`src/isa_pkg.sv`:
```
package isa_pkg;

    typedef logic [31:0] word_t;
    typedef logic [4:0]  reg_addr_t;

    // primary opcode, instr[31:26]
    localparam logic [5:0] op_special = 6'h00;
    localparam logic [5:0] op_beq     = 6'h04;
    localparam logic [5:0] op_bne     = 6'h05;
    localparam logic [5:0] op_addiu   = 6'h09;
    localparam logic [5:0] op_slti    = 6'h0a;
    localparam logic [5:0] op_andi    = 6'h0c;
    localparam logic [5:0] op_ori     = 6'h0d;
    localparam logic [5:0] op_xori    = 6'h0e;
    localparam logic [5:0] op_lui     = 6'h0f;

    // funct field under op_special, instr[5:0]
    localparam logic [5:0] fn_addu = 6'h21;
    localparam logic [5:0] fn_subu = 6'h23;
    localparam logic [5:0] fn_and  = 6'h24;
    localparam logic [5:0] fn_or   = 6'h25;
    localparam logic [5:0] fn_xor  = 6'h26;
    localparam logic [5:0] fn_nor  = 6'h27;
    localparam logic [5:0] fn_slt  = 6'h2a;
    localparam logic [5:0] fn_sltu = 6'h2b;

    // alu_nop marks branches and anything not decoded
    typedef enum logic [3:0] {
        alu_nop,
        alu_add,
        alu_sub,
        alu_and,
        alu_or,
        alu_xor,
        alu_nor,
        alu_slt,
        alu_sltu,
        alu_lui
    } alu_op_t;

endpackage

```
`src/pipe_pkg.sv`:
```
package pipe_pkg;

    // operand source picked by the bypass network
    typedef enum logic [1:0] {
        fwd_rf,
        fwd_exec,
        fwd_retire
    } fwd_src_t;

    typedef enum logic [1:0] {
        br_none,
        br_eq,
        br_ne
    } br_kind_t;

endpackage

```
`src/bypass.sv`:
```
`timescale 1ns/10ps

module bypass import isa_pkg::*, pipe_pkg::*; (
    input  reg_addr_t rs_addr,
    input  reg_addr_t rt_addr,
    input  logic      exec_valid,
    input  reg_addr_t exec_waddr,
    input  logic      exec_we,
    input  logic      retire_valid,
    input  reg_addr_t retire_waddr,
    input  logic      retire_we,
    output fwd_src_t  fwd_a,
    output fwd_src_t  fwd_b
);

    logic exec_live;
    logic retire_live;

    // youngest producer wins
    function automatic fwd_src_t pick(logic exec_match, logic retire_match);
        if (exec_match) begin
            return fwd_exec;
        end else if (retire_match) begin
            return fwd_retire;
        end
        return fwd_rf;
    endfunction

    // r0 never has a producer
    assign exec_live   = exec_valid && exec_we && exec_waddr != 5'd0;
    assign retire_live = retire_valid && retire_we && retire_waddr != 5'd0;

    assign fwd_a = pick(exec_live && exec_waddr == rs_addr,
                        retire_live && retire_waddr == rs_addr);
    assign fwd_b = pick(exec_live && exec_waddr == rt_addr,
                        retire_live && retire_waddr == rt_addr);

endmodule

```
`src/datapath.sv`:
```
`timescale 1ns/10ps

module datapath import isa_pkg::*, pipe_pkg::*; #(
    parameter word_t RESET_PC = 32'h0000_0000
) (
    input  logic      clk,
    input  logic      rst,
    output word_t     iaddr,
    input  logic      ihit,
    input  word_t     idata,
    output logic      retire_valid,
    output word_t     retire_pc,
    output logic      retire_we,
    output reg_addr_t retire_waddr,
    output word_t     retire_wdata
);

    // F/D
    logic      fd_valid;
    word_t     fd_pc;
    word_t     fd_instr;
    // D/E
    logic      de_valid;
    word_t     de_pc;
    alu_op_t   de_op;
    br_kind_t  de_br;
    word_t     de_src_a;
    word_t     de_src_b;
    word_t     de_imm_sel;
    reg_addr_t de_waddr;
    logic      de_we;
    // E/R
    logic      er_valid;
    word_t     er_pc;
    logic      er_we;
    reg_addr_t er_waddr;
    word_t     er_wdata;

    // register file and bypass
    reg_addr_t rs_addr;
    reg_addr_t rt_addr;
    word_t     rf_rdata_a;
    word_t     rf_rdata_b;
    logic      rf_we;
    reg_addr_t rf_waddr;
    word_t     rf_wdata;
    fwd_src_t  fwd_a;
    fwd_src_t  fwd_b;
    logic      exec_valid;
    reg_addr_t exec_waddr;
    logic      exec_we;
    word_t     exec_wdata;

    logic      redirect;
    word_t     redirect_pc;

    fetch_stage #(.RESET_PC(RESET_PC)) fetch_stage_i (.*);

    decode_stage decode_stage_i (.squash(redirect), .*);

    bypass bypass_i (.*);

    execute_stage execute_stage_i (.*);

    retire_stage retire_stage_i (.*);

    regfile regfile_i (.*);

endmodule

```
`src/decode_stage.sv`:
```
`timescale 1ns/10ps

module decode_stage import isa_pkg::*, pipe_pkg::*; (
    input  logic      clk,
    input  logic      rst,
    input  logic      squash,
    input  logic      fd_valid,
    input  word_t     fd_pc,
    input  word_t     fd_instr,
    input  word_t     rf_rdata_a,
    input  word_t     rf_rdata_b,
    input  fwd_src_t  fwd_a,
    input  fwd_src_t  fwd_b,
    input  word_t     exec_wdata,
    input  word_t     retire_wdata,
    output reg_addr_t rs_addr,
    output reg_addr_t rt_addr,
    output logic      de_valid,
    output word_t     de_pc,
    output alu_op_t   de_op,
    output br_kind_t  de_br,
    output word_t     de_src_a,
    output word_t     de_src_b,
    output word_t     de_imm_sel,
    output reg_addr_t de_waddr,
    output logic      de_we
);

    logic [5:0]  opcode;
    logic [5:0]  funct;
    logic [15:0] imm16;
    reg_addr_t   rd_addr;
    reg_addr_t   waddr;
    alu_op_t     op;
    br_kind_t    br;
    logic        is_rtype;
    logic        sign_ext;
    logic        use_imm;
    word_t       imm;
    word_t       opnd_a;
    word_t       opnd_b;

    function automatic word_t fwd_mux(fwd_src_t sel, word_t rf_val, word_t ex_val,
                                      word_t rt_val);
        case (sel)
            fwd_exec:   return ex_val;
            fwd_retire: return rt_val;
            default:    return rf_val;
        endcase
    endfunction

    assign opcode  = fd_instr[31:26];
    assign rs_addr = fd_instr[25:21];
    assign rt_addr = fd_instr[20:16];
    assign rd_addr = fd_instr[15:11];
    assign imm16   = fd_instr[15:0];
    assign funct   = fd_instr[5:0];

    always_comb begin
        op = alu_nop;
        br = br_none;
        case (opcode)
            op_special: begin
                case (funct)
                    fn_addu: op = alu_add;
                    fn_subu: op = alu_sub;
                    fn_and:  op = alu_and;
                    fn_or:   op = alu_or;
                    fn_xor:  op = alu_xor;
                    fn_nor:  op = alu_nor;
                    fn_slt:  op = alu_slt;
                    fn_sltu: op = alu_sltu;
                    default: op = alu_nop;
                endcase
            end
            op_addiu: op = alu_add;
            op_slti:  op = alu_slt;
            op_andi:  op = alu_and;
            op_ori:   op = alu_or;
            op_xori:  op = alu_xor;
            op_lui:   op = alu_lui;
            op_beq:   br = br_eq;
            op_bne:   br = br_ne;
            default:  op = alu_nop;
        endcase
    end

    assign is_rtype = opcode == op_special;
    // logic immediates zero-extend, arithmetic and branch offsets sign-extend
    assign sign_ext = opcode inside {op_addiu, op_slti, op_beq, op_bne};
    // branches compare rs against rt, so b stays a register
    assign use_imm  = !is_rtype && br == br_none;
    assign imm      = sign_ext ? {{16{imm16[15]}}, imm16} : {16'h0000, imm16};
    assign waddr    = is_rtype ? rd_addr : rt_addr;

    assign opnd_a = fwd_mux(fwd_a, rf_rdata_a, exec_wdata, retire_wdata);
    assign opnd_b = use_imm ? imm : fwd_mux(fwd_b, rf_rdata_b, exec_wdata, retire_wdata);

    // squash drops the instruction behind a taken branch
    always_ff @(posedge clk) begin
        if (rst) begin
            de_valid <= 1'b0;
        end else begin
            de_valid <= fd_valid && !squash;
        end
    end

    always_ff @(posedge clk) begin
        de_pc      <= fd_pc;
        de_op      <= op;
        de_br      <= br;
        de_src_a   <= opnd_a;
        de_src_b   <= opnd_b;
        de_imm_sel <= imm;
        de_waddr   <= waddr;
        // no write for r0, branches or unknown encodings
        de_we      <= op != alu_nop && waddr != 5'd0;
    end

endmodule

```
`src/execute_stage.sv`:
```
`timescale 1ns/10ps

module execute_stage import isa_pkg::*, pipe_pkg::*; (
    input  logic      clk,
    input  logic      rst,
    input  logic      de_valid,
    input  word_t     de_pc,
    input  alu_op_t   de_op,
    input  br_kind_t  de_br,
    input  word_t     de_src_a,
    input  word_t     de_src_b,
    input  word_t     de_imm_sel,
    input  reg_addr_t de_waddr,
    input  logic      de_we,
    output logic      exec_valid,
    output reg_addr_t exec_waddr,
    output logic      exec_we,
    output word_t     exec_wdata,
    output logic      redirect,
    output word_t     redirect_pc,
    output logic      er_valid,
    output word_t     er_pc,
    output logic      er_we,
    output reg_addr_t er_waddr,
    output word_t     er_wdata
);

    word_t result;
    logic  taken;

    always_comb begin
        case (de_op)
            alu_add:  result = de_src_a + de_src_b;
            alu_sub:  result = de_src_a - de_src_b;
            alu_and:  result = de_src_a & de_src_b;
            alu_or:   result = de_src_a | de_src_b;
            alu_xor:  result = de_src_a ^ de_src_b;
            alu_nor:  result = ~(de_src_a | de_src_b);
            alu_slt:  result = {31'd0, $signed(de_src_a) < $signed(de_src_b)};
            alu_sltu: result = {31'd0, de_src_a < de_src_b};
            alu_lui:  result = {de_src_b[15:0], 16'h0000};
            default:  result = '0;
        endcase
    end

    always_comb begin
        case (de_br)
            br_eq:   taken = de_src_a == de_src_b;
            br_ne:   taken = de_src_a != de_src_b;
            default: taken = 1'b0;
        endcase
    end

    // no delay slot so the target is relative to the branch's own pc+4
    assign redirect    = de_valid && taken;
    assign redirect_pc = de_pc + 32'd4 + {de_imm_sel[29:0], 2'b00};

    // result seen by the bypass network in the same cycle
    assign exec_valid = de_valid;
    assign exec_waddr = de_waddr;
    assign exec_we    = de_we;
    assign exec_wdata = result;

    always_ff @(posedge clk) begin
        if (rst) begin
            er_valid <= 1'b0;
        end else begin
            er_valid <= de_valid;
        end
    end

    always_ff @(posedge clk) begin
        er_pc    <= de_pc;
        er_we    <= de_we;
        er_waddr <= de_waddr;
        er_wdata <= result;
    end

    // the cycle after a redirect the younger decode slot must have been squashed
    assert property (@(posedge clk) disable iff (rst)
                     $past(redirect) |-> !de_valid)
        else $error("execute_stage: redirect without squash of the next instruction");

endmodule

```
`src/fetch_stage.sv`:
```
`timescale 1ns/10ps

module fetch_stage import isa_pkg::*; #(
    parameter word_t RESET_PC = 32'h0000_0000
) (
    input  logic  clk,
    input  logic  rst,
    input  logic  ihit,
    input  word_t idata,
    input  logic  redirect,
    input  word_t redirect_pc,
    output word_t iaddr,
    output logic  fd_valid,
    output word_t fd_pc,
    output word_t fd_instr
);

    word_t pc;

    assign iaddr = pc;

    // a taken branch overrides whatever is being fetched this cycle
    always_ff @(posedge clk) begin
        if (rst) begin
            pc       <= RESET_PC;
            fd_valid <= 1'b0;
        end else if (redirect) begin
            pc       <= redirect_pc;
            fd_valid <= 1'b0;
        end else if (ihit) begin
            pc       <= pc + 32'd4;
            fd_valid <= 1'b1;
        end else begin
            fd_valid <= 1'b0;
        end
    end

    // instruction word and its pc
    always_ff @(posedge clk) begin
        if (ihit) begin
            fd_pc    <= pc;
            fd_instr <= idata;
        end
    end

    // branch targets come back from execute and must stay aligned
    assert property (@(posedge clk) disable iff (rst) pc[1:0] == 2'b00)
        else $error("fetch_stage: pc %h not word aligned", pc);

endmodule

```
`src/regfile.sv`:
```
`timescale 1ns/10ps

module regfile import isa_pkg::*; (
    input  logic      clk,
    input  logic      rst,
    input  reg_addr_t rs_addr,
    input  reg_addr_t rt_addr,
    input  logic      rf_we,
    input  reg_addr_t rf_waddr,
    input  word_t     rf_wdata,
    output word_t     rf_rdata_a,
    output word_t     rf_rdata_b
);

    word_t regs [32];

    always_ff @(posedge clk) begin
        if (rst) begin
            for (int i = 0; i < 32; i++) begin
                regs[i] <= '0;
            end
        end else if (rf_we) begin
            regs[rf_waddr] <= rf_wdata;
        end
    end

    // r0 reads as zero
    assign rf_rdata_a = (rs_addr == 5'd0) ? '0 : regs[rs_addr];
    assign rf_rdata_b = (rt_addr == 5'd0) ? '0 : regs[rt_addr];

endmodule

```
`src/retire_stage.sv`:
```
`timescale 1ns/10ps

module retire_stage import isa_pkg::*; (
    input  logic      er_valid,
    input  word_t     er_pc,
    input  logic      er_we,
    input  reg_addr_t er_waddr,
    input  word_t     er_wdata,
    output logic      rf_we,
    output reg_addr_t rf_waddr,
    output word_t     rf_wdata,
    output logic      retire_valid,
    output word_t     retire_pc,
    output logic      retire_we,
    output reg_addr_t retire_waddr,
    output word_t     retire_wdata
);

    // only a valid slot may touch the register file
    assign rf_we    = er_valid && er_we;
    assign rf_waddr = er_waddr;
    assign rf_wdata = er_wdata;

    // retire report mirrors the write
    assign retire_valid = er_valid;
    assign retire_pc    = er_pc;
    assign retire_we    = rf_we;
    assign retire_waddr = er_waddr;
    assign retire_wdata = er_wdata;

endmodule
```
`config.mk`:
```
export PLATFORM = sky130hd
export DESIGN_NAME = datapath
export DESIGN_NICKNAME = d
export VERILOG_FILES = /design/src/isa_pkg.sv /design/src/pipe_pkg.sv /design/src/bypass.sv /design/src/datapath.sv /design/src/decode_stage.sv /design/src/execute_stage.sv /design/src/fetch_stage.sv /design/src/regfile.sv /design/src/retire_stage.sv
export SDC_FILE = /design/constraint.sdc
export NUM_CORES = 2
export LEC_CHECK = 0
export BUFFER_PORTS_ARGS = -buffer_cell sky130_fd_sc_hd__buf_2
export CORE_ASPECT_RATIO = 0.7
export CORE_MARGIN = 5
export CORE_UTILIZATION = 50
export CTS_BUF_LIST = sky130_fd_sc_hd__clkbuf_4 sky130_fd_sc_hd__clkbuf_8
export CTS_CLUSTER_DIAMETER = 100
export DETAILED_ROUTE_END_ITERATION = 8
export PLACE_DENSITY = 0.66
export SLEW_MARGIN = 5
export SYNTH_ARGS = -nofsm -noshare
export SYNTH_HDL_FRONTEND = slang
export SYNTH_SLANG_ARGS = --single-unit
```
`constraint.sdc`:
```
create_clock -name clk -period 4.1 [get_ports clk]
set_input_delay 0.82 -clock clk [delete_from_list [all_inputs] [get_ports clk]]
set_output_delay 0.82 -clock clk [all_outputs]
set_load 0.02 [all_outputs]
```
# After elaboration in Yosys (flattened, before gate mapping)
# Memories as Yosys holds them, arrays and structs flattened. A register that Yosys moved wholly into a read port is not among the register bits.
# Index checks and enable logic that the tools add are counted.
# word_totals
reg_bits	307
latch_bits	0
mem_bits_rw	1024
romBits	0
wordCells	129
mem_count	1
# op_classes
addsub	5
n_mul	0
div	0
n_lt_le_gt_ge	2
n_eq_ne	37
n_shift	0
n_mux	35
n_bitwise	4
reduce_logical	27
# memory_table
name	depth	width	rd	rd_clocked_by_memory_dff	write_ports	line	text
regfile_i.regs	32	32	2	2	32	regfile.sv:15	word_t regs [32];
# ops
cell	count
one-hot mux 32 bit (9 select lines)	1
two-way mux 32 bit	7
one-hot mux 32 bit (2 select lines)	2
adder 32 x 3 -> 32 bit, second input constant	2
adder 32 bit	2
< comparator 32 bit	2
equality test 6 bit, second input constant	8
equality test 6 x 4 -> 1 bit, second input constant	6
AND 32 bit	1
equality test 32 bit	1
inequality test 32 bit	1
inverter 32 bit	1
OR 32 bit	1
one-hot mux 4 bit (8 select lines)	1
OR reduction 32 bit	1
subtractor 32 bit	1
bitwise XOR 32 bit	1
one-hot mux 4 bit (7 select lines)	1
equality test 5 bit	4
two-way mux 5 bit	4
equality test 4 x 3 -> 1 bit, second input constant	4
nonzero test 5 bit	3
logical AND 1 bit	13
equality test 6 x 3 -> 1 bit, second input constant	2
16 further kinds	40

# Logic depth before layout (Yosys ltp)
# logic_depth
depth_word	10
depth_mapped	14
mapped_depth_nobuf	14

# Hierarchy
# From an unflattened synthesis, not the netlist that was laid out.
# hier_totals
cells_unflattened	5632
hier_area_um2	72524.6
# by_module_without_submodules
mod	instances	cells_each	area_each_um2	seq_area_each_um2
regfile	1	3555	54438.5	30749.5
execute_stage	1	1119	8478.1	1421.4
decode_stage	1	498	4608.2	2522.4
fetch_stage	1	317	3920.0	2582.5
retire_stage	1	109	817.0	0.0
bypass	1	34	262.8	0.0

# Worst setup path after synthesis
# Ideal clock, no wire load.
# synth_path
path_type	register -> register
start	register decode_stage_i.de_src_a[0]
end	register decode_stage_i.de_src_a[24]
setup_ns	0.122
arrival_ns	2.931
setup_slack_ns	1.047
path_stages_with_launch	13
path_buffers	0
path_cell_list	dfxtp_1 inv_1 ha_1 fa_1 o21ba_2 nand2b_1 a21oi_2 nor3_2 o41ai_4 a21oi_1 xnor2_1 a211o_1 a221o_1
# synth_via
elab_chain_cells	3
word_cells_on_any_way	4
# synth_rtl
item	line	text
start, declared	decode_stage.sv:22	output word_t de_src_a,
start signal, assigned	decode_stage.sv:112	de_src_a <= opnd_a;
subtractor 32 bit / adder 32 bit (equally long branches)	execute_stage.sv:34, execute_stage.sv:33	
one-hot mux 32 bit (9 select lines) (*)	execute_stage.sv:32	case (de_op)
via decode_stage_i.exec_wdata[24]	decode_stage.sv:14	input word_t exec_wdata,
one-hot mux 32 bit (2 select lines) (*)	decode_stage.sv:45	case (sel)
via decode_stage_i.opnd_a[24]	decode_stage.sv:40	word_t opnd_a;
# Mark *: on every way through the listed nets, which the timed path passes. The rest lies on a longest branch.
# A chain may end at the register's enable or synchronous reset.

# Final worst setup path
# layout_path
start	register decode_stage_i.de_src_a[23]
end	register fetch_stage_i.pc[0] (netlist: fetch_stage_i.iaddr[0])
# layout_via
elab_chain_cells	4
word_cells_on_any_way	6
# layout_rtl
item	line	text
inequality test 32 bit / equality test 32 bit (equally long branches)	execute_stage.sv:49, execute_stage.sv:48	
one-hot mux 1 bit (2 select lines) (*)	execute_stage.sv:47	case (de_br)
logical AND 1 bit (*)	execute_stage.sv:55	assign redirect = de_valid && taken;
two-way mux 32 bit / nonzero test 2 bit (equally long branches)	-	
end signal, assigned	fetch_stage.sv:28	pc <= redirect_pc;
end signal, assigned	fetch_stage.sv:31	pc <= pc + 32'd4;
end, declared	fetch_stage.sv:18	word_t pc;
# Mark *: on every way between the ends. The rest lies on a longest branch, timed or not.

==> flow_summary.json <==
{
  "min_path_type": "reg -> reg",
  "htree_levels": 4,
  "critPathRequiredTime_ns": 4.88,
  "tritoncts": "built",
  "grtUsageTotal": 0.327,
  "synth_area_leaders": "edfxtp_1, mux4_2, and2_1, dfxtp_1, ha_1",
  "stdcell_count": 7407,
  "relSlewSlack": 0.257,
  "drt_first_iter_violations": 7752,
  "routed_wl_mm": 249,
  "grt_overflow": 0,
  "die_h_um": 327,
  "die_w_um": 463,
  "hpwl_mm": 165,
  "yosys.area.top_type_share": 0.455,
  "synthTopCellsByCount": "edfxtp_1, and2_1, mux4_2, clkbuf_1, dfxtp_1",
  "coreArea_um2": 143000,
  "pin_count": 138,
  "power_density_nw_per_um2": 446,
  "synth_top_area_cell": "edfxtp_1",
  "arrival_ns": 4.58,
  "seq_area_frac_synth": 0.522,
  "synth_most_common_cell": "edfxtp_1",
  "max_cap_violations": 0,
  "synthCells": 5116,
  "insertion_delay_ns": 0.98,
  "yosys_warnings": 0,
  "p_total_w": 0.0359,
  "cts.sinks": 1328,
  "wl_per_cell_um": 33.7,
  "period_share": 0.926,
  "syn_area_um2": 71800,
  "clock_skew_ns": 0.0604,
  "leakagePower_nw": 30.1,
  "status": "finished, final reports clean",
  "grt_max_degree": 76,
  "syn_nets": 5308,
  "antenna_found_initial": 23,
  "gp_congestion": 0.928,
  "worst_pin_slew_ns": 1.11,
  "synth_edf_count": 1088,
  "vias": 49158,
  "dp.cells": 6991,
  "synth_cell_types": 102,
  "drc": 0,
  "cts_buffers": 203,
  "cp-end-kind": "register",
  "fillers": 11477,
  "drt_pass1_iterations": 6,
  "clkSlewWorstSetupHoldPaths_ns": 0.07,
  "die-area_um2": 151000,
  "start_util": 0.503,
  "tns_ns": 0,
  "nets": 5532,
  "synth-seq-cells": 1328,
  "async_flop_share": 0,
  "grt_pass1_wl_mm": 355,
  "synth_area_per_cell_um2": 14.0,
  "critPathKind": "reg -> reg",
  "area_growth_pct": 12.3,
  "antenna_left": 0,
  "io_buffers": 137,
  "clockBufferDepth": 3,
  "ir_drop_v": 0.000451,
  "grt_pass1_vias": 47845,
  "regToRegSetupSlack_ns": 0.30,
  "min_period_ns": 3.80,
  "synth-main-ff-cell": "edfxtp_1",
  "critPathLaunchType": "register",
  "hold_viol_final": 0,
  "viasPerCell": 6.64,
  "row_count": 116,
  "preCtsSetupSlack_ns": 0.238,
  "finalSetupViolCount": 0,
  "clockRootBuffer": "clkbuf_8",
  "slew_viol_final": 0,
  "fin_ws_ns": 0.304,
  "drive_gt1_frac": 0.288,
  "worstPathMaxFanout": 25,
  "grt_setup_unrepaired": "no",
  "fmax_mhz": 263
}
## state kept, by name (all words and copies together), names as in the netlist, 17 cells and up, named ones only
name and cells:
decode_stage_i.de_src_b 32, decode_stage_i.de_src_a 32, fetch_stage_i.iaddr 32, execute_stage_i.er_pc 32, decode_stage_i.de_imm_sel 17, execute_stage_i.er_wdata 32
fetch_stage_i.fd_pc 32, regfile_i.regs 1024, decode_stage_i.de_pc 32, fetch_stage_i.fd_instr 32
## per-stage QoR
step,utilization,instance area [µm²],hold slack [ns]
6_report,0.564,80600,0.312
5_1_grt,0.564,80600,0.259
4_1_cts,0.564,80600,0.227
3_5_place_dp,0.532,76000,0.327
3_3_place_gp,0.532,76000,0.324
2_1_floorplan,-,71800,0.323
## logic make-up after synthesis
group	synth area share
mux	0.214
buf+inv	0.0328
simple gates	0.133
flops	0.522
xor+xnor	0.00952
fa+ha+maj	0.0277
compound gates	0.0610
## where the power goes
group	internal [W]	switching, W	total (W)
clock	0.00607	0.00566	0.0117
combinational	0.00302	0.00518	0.00820
sequential	0.0152	0.000803	0.0160
total	0.0243	0.0116	0.0359
## timing repair
item / in CTS / in global routing
setup buffers: 0 / 0
setup endpoints to repair: 0 / 2
hold endpoints to repair: 35 / 0
hold buffers: 32 / 0
gates resized for setup: 0 / 1
## placed cells by master, fill, tap and decap left out, drive strengths merged, types with 131 or more instances in the layout
master | Yosys | layout
and2 | 1038 | 1038
buf | 120 | 434
nor2 | 210 | 210
clkbuf | 327 | 273
edfxtp | 1088 | 1088
ha | 154 | 154
a21oi | 148 | 148
nand2 | 131 | 131
dfxtp | 240 | 240
mux4 | 640 | 640
## area by class of cell
cell class / instances / area (µm²) / area share
Sequential cell: 1328 / 37500 / 0.465
Multi-Input combinational cell: 3219 / 32300 / 0.401
Timing Repair Buffer: 466 / 3750 / 0.0465
Clock buffer: 273 / 3410 / 0.0423
Tap cell: 1888 / 2360 / 0.0293
Clock inverter: 100 / 800 / 0.00992
Inverter: 122 / 458 / 0.00568
Antenna cell: 11 / 27.5 / 0.000342
## final timing paths
check | startpoint | cells past startpoint | end
hold / removal | fetch_stage_i.fd_pc[13]$_DFFE_PP_ | 0 | decode_stage_i.de_pc[13]$_DFF_P_
setup / recovery | decode_stage_i.de_src_a[23]$_DFF_P_ | 11 | fetch_stage_i.iaddr[0]$_SDFFE_PP0P_
setup reg to reg | decode_stage_i.de_src_a[23]$_DFF_P_ | 11 | fetch_stage_i.iaddr[0]$_SDFFE_PP0P_
hold reg to reg | fetch_stage_i.fd_pc[13]$_DFFE_PP_ | 0 | decode_stage_i.de_pc[13]$_DFF_P_
## critical path, stage by stage, from the launching register on
cell     delay [ns]
dfxtp_1        0.36
inv_1          0.05
ha_1           0.30
or3_1          0.50
nor3_1         0.36
nand2_1        0.22
nor4_1         0.44
mux2i_1        0.54
nand2_4        0.30
buf_4          0.33
mux2i_1        0.17
nor2_1         0.05
## layer usage
layer / vias to the layer above / track usage / part of all wire
li1: 20019 / - / -
met5: - / 0 / 0.00025
met3: 516 / 0.125 / 0.15
met2: 3612 / 0.464 / 0.42
met1: 25005 / 0.469 / 0.40
met4: 6 / 0.100 / 0.033
Power figures use the tool's default switching activity.
